<file path="src/common/snake_pkg.sv">
////////////////////
// Shared types and constants of the snake game core
// Imported by every block that deals with cells, lengths or states
////////////////////

package snake_pkg;

    // Playfield size in cells
    parameter int h_cells = 124;
    parameter int v_cells = 81;

    typedef logic [6:0] coord_t;  // One grid coordinate
    typedef logic [5:0] len_t;    // Snake length, head included
    typedef logic [6:0] score_t;  // Score, 0 to 99

    // Clockwise order, so a right turn is +1 and a left turn is -1
    typedef enum logic [1:0] {
        head_up,
        head_right,
        head_down,
        head_left
    } heading_t;

    typedef enum logic [2:0] {
        st_reset_idle,
        st_idle,          // Waiting for the first press
        st_wait,          // Waiting for a game tick
        st_moving,
        st_move_done,
        st_eaten,
        st_fruit_update,
        st_collision
    } game_state_t;

    typedef struct packed {
        coord_t x;
        coord_t y;
    } cell_t;

    // What the outside sees of the snake
    typedef struct packed {
        cell_t    head;
        len_t     length;
        heading_t heading;
    } snake_view_t;

    // Start of game
    parameter cell_t  start_head   = '{x: 7'd8, y: 7'd40};
    parameter cell_t  start_fruit  = '{x: 7'd9, y: 7'd40};
    parameter len_t   start_length = 6'd6;
    parameter score_t score_wrap   = 7'd99;

endpackage
</file>
<file path="src/verilog/snake_game.sv">
////////////////////
// Top of the snake game core
// Sets capacity and seeds, connects buttons, FSM, body and fruit
////////////////////
`timescale 1ns/1ps

module snake_game import snake_pkg::*; #(
    parameter int     max_len = 63,
    parameter coord_t seed_x  = 7'b0011100,
    parameter coord_t seed_y  = 7'b0110000
) (
    input  logic        clock_25,
    input  logic        reset,
    input  logic        right_button,
    input  logic        left_button,
    input  logic        game_tik,      // One cycle pulse per game step
    output snake_view_t view,
    output cell_t       fruit,
    output score_t      score,
    output logic        playing,
    output logic        game_over
);

    logic                press;
    logic                turn_cw;
    logic                turn_ccw;
    game_state_t         state;
    logic                sync_clear;
    logic                move_en;
    logic                grow_en;
    logic                place_en;
    logic                crash;
    logic                eaten;
    logic                misplaced;
    cell_t [max_len-2:0] body_bus;
    len_t                body_count;

    turn_input u_turn_input (
        .clock_25     (clock_25),
        .reset        (reset),
        .right_button (right_button),
        .left_button  (left_button),
        .idle         (state == st_idle),  // First press only starts the game
        .consume      (move_en),
        .clear        (sync_clear),
        .press        (press),
        .turn_cw      (turn_cw),
        .turn_ccw     (turn_ccw)
    );

    game_fsm u_game_fsm (
        .clock_25   (clock_25),
        .reset      (reset),
        .press      (press),
        .game_tik   (game_tik),
        .crash      (crash),
        .eaten      (eaten),
        .misplaced  (misplaced),
        .state      (state),
        .sync_clear (sync_clear),
        .move_en    (move_en),
        .grow_en    (grow_en),
        .place_en   (place_en),
        .playing    (playing),
        .game_over  (game_over)
    );

    snake_body #(.max_len(max_len)) u_snake_body (
        .clock_25   (clock_25),
        .reset      (reset),
        .sync_clear (sync_clear),
        .move_en    (move_en),
        .grow_en    (grow_en),
        .turn_cw    (turn_cw),
        .turn_ccw   (turn_ccw),
        .view       (view),
        .body_bus   (body_bus),
        .body_count (body_count),
        .crash      (crash)
    );

    fruit_place #(
        .max_len (max_len),
        .seed_x  (seed_x),
        .seed_y  (seed_y)
    ) u_fruit_place (
        .clock_25   (clock_25),
        .reset      (reset),
        .sync_clear (sync_clear),
        .grow_en    (grow_en),
        .place_en   (place_en),
        .view       (view),
        .body_bus   (body_bus),
        .body_count (body_count),
        .fruit      (fruit),
        .eaten      (eaten),
        .misplaced  (misplaced),
        .score      (score)
    );

endmodule

</file>
<file path="src/fruit/fruit_place.sv">
////////////////////
// Fruit position and score
// New fruit comes from two LFSRs, retried while it sits on the snake or off grid
////////////////////
`timescale 1ns/1ps

module fruit_place import snake_pkg::*; #(
    parameter int     max_len = 63,
    parameter coord_t seed_x  = 7'b0011100,
    parameter coord_t seed_y  = 7'b0110000
) (
    input  logic                clock_25,
    input  logic                reset,
    input  logic                sync_clear,
    input  logic                grow_en,
    input  logic                place_en,
    input  snake_view_t         view,
    input  cell_t [max_len-2:0] body_bus,
    input  len_t                body_count,
    output cell_t               fruit,
    output logic                eaten,
    output logic                misplaced,
    output score_t              score
);

    coord_t rnd_x;
    coord_t rnd_y;
    logic   on_body;
    logic   off_grid;

    fruit_lfsr #(.seed(seed_x)) u_lfsr_x (
        .clock_25 (clock_25),
        .reset    (reset),
        .value    (rnd_x)
    );

    fruit_lfsr #(.seed(seed_y)) u_lfsr_y (
        .clock_25 (clock_25),
        .reset    (reset),
        .value    (rnd_y)
    );

    always_ff @(posedge clock_25 or negedge reset) begin
        if (!reset) begin
            fruit <= start_fruit;
            score <= '0;
        end else if (sync_clear) begin
            fruit <= start_fruit;
            score <= '0;
        end else if (grow_en) begin
            fruit <= '{x: rnd_x, y: rnd_y};
            score <= (score == score_wrap) ? '0 : score + 1'b1;  // Wraps 99 to 0
        end else if (place_en && misplaced) begin
            fruit <= '{x: rnd_x, y: rnd_y};  // Fresh pair every cycle
        end
    end

    // Last column and row are kept clear
    assign off_grid = (fruit.x >= coord_t'(h_cells - 1)) || (fruit.y >= coord_t'(v_cells - 1));

    always_comb begin
        on_body = 1'b0;
        for (int i = 0; i < max_len - 1; i++) begin
            if (i < body_count && body_bus[i] == fruit) begin
                on_body = 1'b1;
            end
        end
    end

    assign eaten     = (fruit == view.head);
    assign misplaced = off_grid | on_body | eaten;

endmodule

</file>
<file path="src/fruit/fruit_lfsr.sv">
////////////////////
// Free running 7 bit LFSR for fruit coordinates
// Polynomial x^7 + x^6 + 1, period 127, seed must be nonzero
////////////////////
`timescale 1ns/1ps

module fruit_lfsr import snake_pkg::*; #(
    parameter coord_t seed = 7'b0000001
) (
    input  logic   clock_25,
    input  logic   reset,
    output coord_t value
);

    logic feedback;

    assign feedback = value[6] ^ value[5];  // Taps 7 and 6

    always_ff @(posedge clock_25 or negedge reset) begin
        if (!reset) begin
            value <= seed;
        end else begin
            value <= {value[5:0], feedback};  // Never reaches zero from a nonzero seed
        end
    end

endmodule

</file>
<file path="src/snake/snake_body.sv">
////////////////////
// Snake head, heading, body segments and length
// Steps one cell per move_en, grows on grow_en, flags wall and self hits
////////////////////
`timescale 1ns/1ps

module snake_body import snake_pkg::*; #(
    parameter int max_len = 63  // Head plus max_len-1 segments
) (
    input  logic                      clock_25,
    input  logic                      reset,
    input  logic                      sync_clear,
    input  logic                      move_en,
    input  logic                      grow_en,
    input  logic                      turn_cw,
    input  logic                      turn_ccw,
    output snake_view_t               view,
    output cell_t [max_len-2:0]       body_bus,   // Segment 0 is next to the head
    output len_t                      body_count, // Active segments
    output logic                      crash
);

    heading_t heading;
    heading_t next_heading;
    cell_t    head;
    cell_t    next_head;
    len_t     length;
    logic     wall_hit;
    logic     self_hit;

    // Rotate first, then step in the new direction
    always_comb begin
        next_heading = heading;
        if (turn_cw) begin
            next_heading = heading_t'(heading + 2'd1);
        end else if (turn_ccw) begin
            next_heading = heading_t'(heading - 2'd1);
        end
        next_head = head;
        unique case (next_heading)
            head_up:    if (head.y != '0) next_head.y = head.y - 1'b1;
            head_right: if (head.x != coord_t'(h_cells - 1)) next_head.x = head.x + 1'b1;
            head_down:  if (head.y != coord_t'(v_cells - 1)) next_head.y = head.y + 1'b1;
            head_left:  if (head.x != '0) next_head.x = head.x - 1'b1;
            default:    next_head = head;
        endcase
    end

    always_ff @(posedge clock_25 or negedge reset) begin
        if (!reset) begin
            heading <= head_right;
            head    <= start_head;
            length  <= start_length;
        end else if (sync_clear) begin
            heading <= head_right;
            head    <= start_head;
            length  <= start_length;
        end else if (move_en) begin
            heading <= next_heading;
            head    <= next_head;  // Stays put at the wall, crash catches it
        end else if (grow_en && length != len_t'(max_len)) begin
            length <= length + 1'b1;  // Saturates at capacity
        end
    end

    // Whole chain shifts, so the slot past the tail keeps the vacated cell
    // and a grow picks it up as the new tail
    always_ff @(posedge clock_25) begin
        if (sync_clear) begin
            for (int i = 0; i < max_len - 1; i++) begin
                if (i < start_length - 1) begin
                    body_bus[i] <= '{x: coord_t'(start_head.x - i - 1), y: start_head.y};
                end else begin
                    body_bus[i] <= '{x: '1, y: '1};  // Off grid
                end
            end
        end else if (move_en) begin
            body_bus[0] <= head;
            for (int i = 1; i < max_len - 1; i++) begin
                body_bus[i] <= body_bus[i-1];
            end
        end
    end

    assign body_count = length - 1'b1;

    // Heading points out of the grid from an edge cell
    assign wall_hit = (head.x == '0 && heading == head_left) ||
                      (head.x == coord_t'(h_cells - 1) && heading == head_right) ||
                      (head.y == '0 && heading == head_up) ||
                      (head.y == coord_t'(v_cells - 1) && heading == head_down);

    // Head on any active segment
    always_comb begin
        self_hit = 1'b0;
        for (int i = 0; i < max_len - 1; i++) begin
            if (i < body_count && body_bus[i] == head) begin
                self_hit = 1'b1;
            end
        end
    end

    assign crash = wall_hit | self_hit;

    assign view = '{head: head, length: length, heading: heading};

    head_on_grid: assert property (@(posedge clock_25) disable iff (!reset)
        head.x < h_cells && head.y < v_cells);

endmodule

</file>
<file path="src/verilog/game_fsm.sv">
////////////////////
// Game state machine
// Moore outputs are the strobes that step the snake and place the fruit
////////////////////
`timescale 1ns/1ps

module game_fsm import snake_pkg::*; (
    input  logic        clock_25,
    input  logic        reset,
    input  logic        press,
    input  logic        game_tik,
    input  logic        crash,
    input  logic        eaten,
    input  logic        misplaced,
    output game_state_t state,
    output logic        sync_clear,
    output logic        move_en,
    output logic        grow_en,
    output logic        place_en,
    output logic        playing,
    output logic        game_over
);

    game_state_t next_state;

    always_ff @(posedge clock_25 or negedge reset) begin
        if (!reset) begin
            state <= st_reset_idle;
        end else begin
            state <= next_state;
        end
    end

    always_comb begin
        next_state = state;  // Hold by default
        unique case (state)
            st_reset_idle: next_state = st_idle;
            st_idle:       if (press) next_state = st_wait;
            st_wait:       if (game_tik) next_state = st_moving;  // Ticks elsewhere are lost
            st_moving:     next_state = st_move_done;
            st_move_done: begin
                // Head already updated here
                if (crash) begin
                    next_state = st_collision;
                end else if (eaten) begin
                    next_state = st_eaten;
                end else begin
                    next_state = st_wait;
                end
            end
            st_eaten:        next_state = st_fruit_update;
            st_fruit_update: if (!misplaced) next_state = st_wait;  // Retry until clean
            st_collision:    if (press) next_state = st_reset_idle;
            default:         next_state = st_reset_idle;
        endcase
    end

    // Decoded from the state alone
    always_comb begin
        sync_clear = 1'b0;
        move_en    = 1'b0;
        grow_en    = 1'b0;
        place_en   = 1'b0;
        playing    = 1'b0;
        game_over  = 1'b0;
        unique case (state)
            st_reset_idle:   sync_clear = 1'b1;
            st_idle:         ;
            st_wait:         playing = 1'b1;
            st_moving: begin
                move_en = 1'b1;
                playing = 1'b1;
            end
            st_move_done:    playing = 1'b1;
            st_eaten: begin
                grow_en = 1'b1;
                playing = 1'b1;
            end
            st_fruit_update: begin
                place_en = 1'b1;
                playing  = 1'b1;
            end
            st_collision:    game_over = 1'b1;
            default:         sync_clear = 1'b1;
        endcase
    end

    // Snake body and fruit rely on these never overlapping
    strobes_exclusive: assert property (@(posedge clock_25) disable iff (!reset)
        $onehot0({move_en, grow_en, place_en}));

endmodule

</file>
<file path="src/verilog/turn_input.sv">
////////////////////
// Button front end of the game
// Synchronises both buttons, finds rising edges, holds one turn per move
////////////////////
`timescale 1ns/1ps

module turn_input (
    input  logic clock_25,
    input  logic reset,
    input  logic right_button,
    input  logic left_button,
    input  logic idle,        // FSM waits for the first press
    input  logic consume,     // Move done with the latched turn
    input  logic clear,       // Restart of the game
    output logic press,
    output logic turn_cw,
    output logic turn_ccw
);

    // Bits 0 and 1 synchronise, bit 2 keeps the previous level for the edge
    logic [2:0] right_sync;
    logic [2:0] left_sync;
    logic       right_rise;  // Registered edge pulses
    logic       left_rise;

    always_ff @(posedge clock_25 or negedge reset) begin
        if (!reset) begin
            right_sync <= '0;
            left_sync  <= '0;
            right_rise <= 1'b0;
            left_rise  <= 1'b0;
        end else begin
            right_sync <= {right_sync[1:0], right_button};
            left_sync  <= {left_sync[1:0], left_button};
            right_rise <= right_sync[1] & ~right_sync[2];  // Third edge after the button
            left_rise  <= left_sync[1] & ~left_sync[2];
        end
    end

    assign press = right_rise | left_rise;

    // Turn latch, the last press before the move wins
    always_ff @(posedge clock_25 or negedge reset) begin
        if (!reset) begin
            turn_cw  <= 1'b0;
            turn_ccw <= 1'b0;
        end else if (clear) begin
            turn_cw  <= 1'b0;
            turn_ccw <= 1'b0;
        end else if (press && !idle) begin
            turn_cw  <= right_rise & ~left_rise;  // Both at once gives no turn
            turn_ccw <= left_rise & ~right_rise;
        end else if (consume) begin
            turn_cw  <= 1'b0;
            turn_ccw <= 1'b0;
        end
    end

    // Body would otherwise see two turns in one move
    turn_exclusive: assert property (@(posedge clock_25) disable iff (!reset)
        !(turn_cw && turn_ccw));

endmodule

</file>
<file path="config.mk">
export PLATFORM = sky130hd
export DESIGN_NAME = snake_game
export DESIGN_NICKNAME = d
export VERILOG_FILES = /design/src/common/snake_pkg.sv /design/src/verilog/snake_game.sv /design/src/fruit/fruit_place.sv /design/src/fruit/fruit_lfsr.sv /design/src/snake/snake_body.sv /design/src/verilog/game_fsm.sv /design/src/verilog/turn_input.sv
export SDC_FILE = /design/constraint.sdc
export NUM_CORES = 2
export LEC_CHECK = 0
export ABC_AREA = 1
export BUFFER_PORTS_ARGS = -buffer_cell sky130_fd_sc_hd__buf_2
export CELL_PAD_IN_SITES_DETAIL_PLACEMENT = 1
export CELL_PAD_IN_SITES_GLOBAL_PLACEMENT = 2
export CORE_MARGIN = 5
export CORE_UTILIZATION = 34
export CTS_CLUSTER_DIAMETER = 60
export CTS_CLUSTER_SIZE = 14
export DETAILED_ROUTE_END_ITERATION = 16
export PLACE_DENSITY_LB_ADDON = 0.2
export SYNTH_ARGS = -nofsm -noshare
export SYNTH_HDL_FRONTEND = slang
export SYNTH_SLANG_ARGS = --single-unit
</file>
<file path="constraint.sdc">
create_clock -name clock_25 -period 3.35 [get_ports clock_25]
set_input_delay 0.335 -clock clock_25 [delete_from_list [all_inputs] [get_ports clock_25]]
set_output_delay 0.335 -clock clock_25 [all_outputs]
set_load 0.02 [all_outputs]
</file>
Word level (Yosys, flattened, before mapping)
Cells that the tools add are included.
{"block": "totals", "ff_bits": 938, "latch_bits": 0, "mem_bits_rw": 0, "mem_bits_ro": 0, "output_inout_bits": 45, "elab_cells": 698, "memories": 0}
{"block": "op_classes", "addsub": 9, "multipliers": 0, "div": 0, "n_lt_le_gt_ge": 64, "eq_ne": 153, "n_shift": 0, "muxes": 163, "bitwise_logic": 14, "reduce_logical": 155}
{"op": "14-bit == test", "count": 125}
{"op": "6-bit less-than comparator (first input constant)", "count": 30}
{"op": "1-bit 2-to-1 mux", "count": 135}
{"op": "1-bit logical AND", "count": 131}
{"op": "5-bit by 6-bit less-than comparator with 1-bit output (first input constant)", "count": 16}
{"op": "14-bit 2-to-1 mux", "count": 5}
{"op": "7-bit 2-to-1 mux", "count": 7}
{"op": "4-bit by 6-bit less-than comparator with 1-bit output (first input constant)", "count": 8}
{"op": "7-bit case mux with 2 select lines", "count": 2}
{"op": "3-bit by 6-bit less-than comparator with 1-bit output (first input constant)", "count": 4}
{"op": "3-bit case mux with 8 select lines", "count": 1}
{"op": "7-bit by 1-bit adder with 7-bit output (second input constant)", "count": 3}
{"op": "7-bit == test (second input constant)", "count": 3}
{"op": "3-bit 2-to-1 mux", "count": 6}
{"op": "6-bit 2-to-1 mux", "count": 3}
{"op": "7-bit greater-or-equal comparator (second input constant)", "count": 2}
{"op": "7-bit zero test", "count": 2}
{"op": "7-bit inequality test (second input constant)", "count": 2}
{"op": "7-bit nonzero test", "count": 2}
{"op": "7-bit by 1-bit subtractor with 7-bit output (second input constant)", "count": 2}
{"op": "3-bit == test (second input constant)", "count": 4}
{"op": "1-bit by 6-bit less-than comparator with 1-bit output (first input constant)", "count": 2}
{"op": "2-bit by 6-bit less-than comparator with 1-bit output (first input constant)", "count": 2}
{"op": "3-bit by 2-bit inequality test with 1-bit output (second input constant)", "count": 4}
{"op": "24 further kinds", "count": 57}

Depth between registers and ports, before layout
{"block": "logic_depth", "ltp_word": 71, "mapped_depth": 24}

Hierarchy
A second synthesis with hierarchy kept.
{"block": "unflattened", "hier_cells": 9207, "hier_area_um2": 59208.0}
{"mod": "snake_body", "n_inst": 1, "cells_each": 5715, "area_each_um2": 42017.8, "seq_area_each_um2": 17934.7}
{"mod": "fruit_place", "n_inst": 1, "cells_each": 3386, "area_each_um2": 16150.5, "seq_area_each_um2": 530.5}
{"mod": "turn_input", "n_inst": 1, "cells_each": 27, "area_each_um2": 326.6, "seq_area_each_um2": 250.2}
{"mod": "game_fsm", "n_inst": 1, "cells_each": 52, "area_each_um2": 305.3, "seq_area_each_um2": 75.1}
{"mod": "fruit_lfsr (u_fruit_place.u_lfsr_x)", "n_inst": 1, "cells_each": 12, "area_each_um2": 197.7, "seq_area_each_um2": 178.9}
{"mod": "fruit_lfsr (u_fruit_place.u_lfsr_y)", "n_inst": 1, "cells_each": 12, "area_each_um2": 196.4, "seq_area_each_um2": 177.7}
{"mod": "snake_game", "n_inst": 1, "cells_each": 3, "area_each_um2": 13.8, "seq_area_each_um2": 0.0}

Worst setup path after synthesis
Ideal clock, no wire load.
{"block": "synth_path", "kind": "register to register", "from": "register u_snake_body.heading[0]", "to": "register u_snake_body.head (netlist bit u_snake_body.view[14])", "setup_ns": 0.136, "arrival_ns": 2.883, "required_ns": 3.214, "path_slack_ns": 0.331, "path_stages_with_launch": 17, "n_path_buf": 0, "period_less_slack_ns": 3.019, "cell_sequence": "dfstp_2 -> inv_1 -> ha_1 -> o211ai_1 -> o21ai_0 -> nor2_1 -> inv_1 -> ha_1 -> a21oi_1 -> and2_1 -> nor2_1 -> nor2_1 -> inv_1 -> a21oi_1 -> a21oi_1 -> o21ai_0 -> o21ai_0"}
{"block": "synth_between", "elab_chain_len": 7, "word_cells_on_any_way": 13, "classes_between": "add/sub (2); eq/ne (3); mux (5); reduce/logical (3)"}
{"element": "from (decl)", "line_no": "snake_body.sv:23", "rtl": "heading_t heading;"}
{"element": "from (signal assigned)", "line_no": "snake_body.sv:51", "rtl": "heading <= head_right;"}
{"element": "from (signal assigned)", "line_no": "snake_body.sv:55", "rtl": "heading <= head_right;"}
{"element": "from (signal assigned)", "line_no": "snake_body.sv:59", "rtl": "heading <= next_heading;"}
{"element": "2-bit by 1-bit subtractor with 2-bit output", "line_no": "snake_body.sv:37", "rtl": "next_heading = heading_t'(heading - 2'd1);"}
{"element": "2-bit 2-to-1 mux", "line_no": "snake_body.sv:36", "rtl": "end else if (turn_ccw) begin"}
{"element": "2-bit 2-to-1 mux (*)", "line_no": "snake_body.sv:34", "rtl": "if (turn_cw) begin"}
{"element": "2-bit == test / 2-bit zero test (equally long branches)", "line_no": "snake_body.sv:40", "rtl": "unique case (next_heading)"}
{"element": "7-bit case mux with 2 select lines", "line_no": "snake_body.sv:40"}
{"element": "14-bit 2-to-1 mux", "line_no": "snake_body.sv:58", "rtl": "end else if (move_en) begin"}
{"element": "14-bit 2-to-1 mux", "line_no": "snake_body.sv:54", "rtl": "end else if (sync_clear) begin"}
{"element": "to (signal assigned)", "line_no": "snake_body.sv:52", "rtl": "head <= start_head;"}
{"element": "to (signal assigned)", "line_no": "snake_body.sv:56", "rtl": "head <= start_head;"}
{"element": "to (signal assigned)", "line_no": "snake_body.sv:60", "rtl": "head <= next_head;"}
{"element": "to (decl)", "line_no": "snake_body.sv:25", "rtl": "cell_t head;"}
Mark *: on every way between the ends. The rest lies on a longest branch, timed or not. The select of a mux whose other input is x is not followed.
A chain may end at the register's enable or synchronous reset.

Worst setup path after layout
{"block": "layout_path", "from": "register, netlist name u_fruit_place.fruit[11]", "to": "register, netlist name u_fruit_place.fruit[12]"}
{"block": "layout_between", "elab_chain_len": 68, "word_cells_on_any_way": 193, "classes_between": "order compare (1); eq/ne (63); mux (62); bitwise (2); reduce/logical (65)"}
{"element": "14-bit == test", "line_no": "fruit_place.sv:64", "rtl": "if (i < body_count && body_bus[i] == fruit) begin"}
{"element": "1-bit logical AND", "line_no": "fruit_place.sv:64"}
{"element": "1-bit 2-to-1 mux (62 in series)", "line_no": "fruit_place.sv:64"}
{"element": "1-bit OR", "line_no": "fruit_place.sv:71", "rtl": "assign misplaced = off_grid | on_body | eaten;"}
{"element": "1-bit OR (*)", "line_no": "fruit_place.sv:71"}
{"element": "1-bit logical AND (*)", "line_no": "fruit_place.sv:53", "rtl": "end else if (place_en && misplaced) begin"}
{"element": "3-bit nonzero test (no line) (*)"}
Mark *: on every way between the ends. The rest lies on a longest branch, timed or not.

==> out/metrics.cfg <==
[power]
ir_worst_vdd_mv=0.875
power_switching_mw=30.8
cellPowerDensity_mw_per_mm2=968
seq_power_share_pct=27.9
pwr-share-clk_pct=23.1
switching_share_pct=47.2
intPower_mw=34.4
comb_power_share_pct=49.0
p_leak_nw=31.9

[route]
drtIter0Drc=4544
drtPass1Iterations=6
postRouteAntennaNets=0
routedWlPerCell_microns=25.4
via_per_inst=5.31
vias=57600
routed_wl_microns=275000
drc=0

[clock_network]
cts_buffers=131
cts.path.max_buffers=3
clk_latency_ns=0.80
numClockSinks=938
clk_pin_slew_ns=0.06
cts_tree=done
htreeDepth=4
cts-root-buf=clkbuf_16

[critical_path]
crit_required_ns=4.02
worst_path_largest_cell_delay_ns=0.50
cp_cell_sequence=inv_2 > buf_12 > buf_4 > nand2_1 > nand2_1 > nand4_1 > nor2_1 > nand3_1 > buf_12 > nand2_1 > nor2_1 > nand3_1 > nor3_2 > nand2_2 > nand2_4 > buf_4 > nand3_1 > nand2_1
slowest_stage=dfrtp_4
critPathCaptureType=flop
worstPathMaxFanout=11
critical_path_class=reg2reg
cp_common_cell=nand2_1
critPathArrivalTime_ns=4.00
start_kind=flop

[synthesis]
synth_common_cells=nand2_1, dfxtp_1, nor2_1, inv_1, xor2_1
synth_area_sq_mm=0.0569
yosysTopAreaCellShare_pct=30.5
avgSynthCellArea_sq_um=6.75
synth_cells=8434
yosysMostFrequentCell=nand2_1
synthTopCellsByArea=dfxtp_1, nand2_1, xor2_1
async_flop_share_pct=7.46
synth_enable_flop_cells=0
yosys_register_bits=938
yosys_warnings=0
synth_nets=8459
yosysTopAreaCell=dfxtp_1
yosysUniqueCellTypes=45
ys.flop_type=dfxtp_1
ys_seq_area_share_pct=33.6

[timing]
fin_crit_sh_pct=99.3
skew_ns=0.0274
period_needed_ns=3.33
tns_ns=0
worstMarginPinSlew_ns=1.06
max_freq_mhz=301
maxSlewViolCount=0
setup-violations-final=0
hold_violations=0
whs_ns=0.0737
slew_headroom_pct=29.4

[grt]
antenna_found_initial=9
grt_usage_pct=30.6
grt_remaining_overflow=0
grt_pass1_vias=58400
grt_max_degree=192
grt_first_pass_wirelength_microns=401000

[placed_design]
place_hpwl_microns=200000
place_inst=10600
io_buffer_count=49
gp_congestion=0.938
dpl-instance-area_sq_mm=0.0626

[run]
max_cap_viol_count=0

[floorplan]
die_area_sq_mm=0.176
initial_core_util_pct=34.1
pin_count=50
row_count=150
die_height_microns=419
die_w_microns=419
core_region_area_sq_mm=0.167

[final_layout]
nets=8545
syn2layout_area_growth_pct=18.4
stdcell_area_sq_mm=0.0674
stdcell_count=10800
fill_cells=20800
drive_gt1_share_pct=9.65
fin_util_pct=40.4

[run_status]
status=complete, no violations

[min_path]
hold_path_class=in2reg

timing repair:
action / in CTS / in global routing
gates cloned: 0 / 1
pin swaps: 0 / 3
endpoints found under the setup margin: 1 / 17
gates resized for setup: 1 / 19
setup buffers: 0 / 13
endpoints found under the hold margin: 62 / 0
hold buffers: 4 / 0
layout make-up:
class	instances	area [sq um]	share of cell area [%]
Inverter	781	2960	4.39
Clock buffer	162	3630	5.39
Sequential cell	938	19300	28.6
Clock inverter	79	942	1.40
Timing Repair Buffer	485	5220	7.74
Antenna cell	8	20.0	0.0297
Multi-Input combinational cell	6183	32600	48.4
Tap cell	2204	2760	4.09
per-stage QoR:
step	power, mW	worst slack, ns
detailed placement	49.8	-0.000843
global placement	49.2	-0.0180
CTS	65.2	0.00729
global route	69.2	-0.00135
finish	65.2	0.0224
floorplan	37.6	0.331
worst max-delay path: cells and delay by family, from the launching register on:
kind          cells  cell delay, ns
buf+inv           5            1.07
flops             1            0.50
simple gates     13            1.61
power by group through the flow:
| stage | sequential, mW | combinational, mW | clock (mW) |
|---|---|---|---|
| after CTS | 18.2 | 31.6 | 15.4 |
| after floorplan | 17.2 | 20.4 | 0 |
| after global placement | 18.3 | 30.9 | 0 |
| final | 18.2 | 31.9 | 15.1 |
| after global routing | 18.7 | 34.8 | 15.8 |
| after detailed placement | 18.4 | 31.4 | 0 |
registers in the layout, summed over array words and instances, names as in the netlist:
signal                        cells
u_turn_input.turn_ccw             1
u_fruit_place.fruit              14
u_fruit_place.u_lfsr_y.value      7
u_turn_input.right_sync           3
u_turn_input.right_rise           1
u_turn_input.left_sync            3
u_turn_input.turn_cw              1
u_fruit_place.score               7
u_snake_body.heading              2
u_fruit_place.u_lfsr_x.value      7
u_turn_input.left_rise            1
u_snake_body.length               6
u_game_fsm.state                  3
u_snake_body.body_bus           868
u_snake_body.view                14
kinds of logic after synthesis:
| kind of cell | after synthesis | share of synthesized area, % |
|---|---|---|
| DFF | 938 | 33.6 |
| AOI/OAI and AO/OA | 965 | 11.7 |
| buffers and inverters | 1313 | 9.15 |
| xor gates and xnor gates | 943 | 14.5 |
| adders and majority gates | 20 | 0.466 |
| and+or+nand+nor | 4255 | 30.5 |
layout by cell type, fill, tap and decap left out, drive strengths merged, types with 150 or more instances in the layout:
master / instances
nand2: 2678
dfxtp: 868
nor2: 837
inv: 791
xor2: 565
buf: 480
a22oi: 429
xnor2: 378
nand3: 346
o211ai: 277
nand4: 265
clkbuf: 164
a21oi: 150
metal layers:
metal,wire (microns),global-route usage (%)
met1,125000,41.0
met2,126000,49.9
met3,12400,3.96
met4,12500,12.4
met5,20,0
path summary, 6_finish.rpt:
kind | cells after the start | start | to | slack, ns
min reg2reg | 0 | u_turn_input.left_sync[0] | u_turn_input.left_sync[1] | 0.36
max reg2reg | 18 | u_fruit_place.fruit[11] | u_fruit_place.fruit[12] | 0.02
min | 7 | game_tik | u_game_fsm.state[1] | 0.07
max | 18 | u_fruit_place.fruit[11] | u_fruit_place.fruit[12] | 0.02
min in group asynchronous | 2 | reset | u_fruit_place.u_lfsr_x.value[2] | 0.11
max in group asynchronous | 3 | reset | u_snake_body.view[10] | 2.77
(Power assumes the default switching activity.)
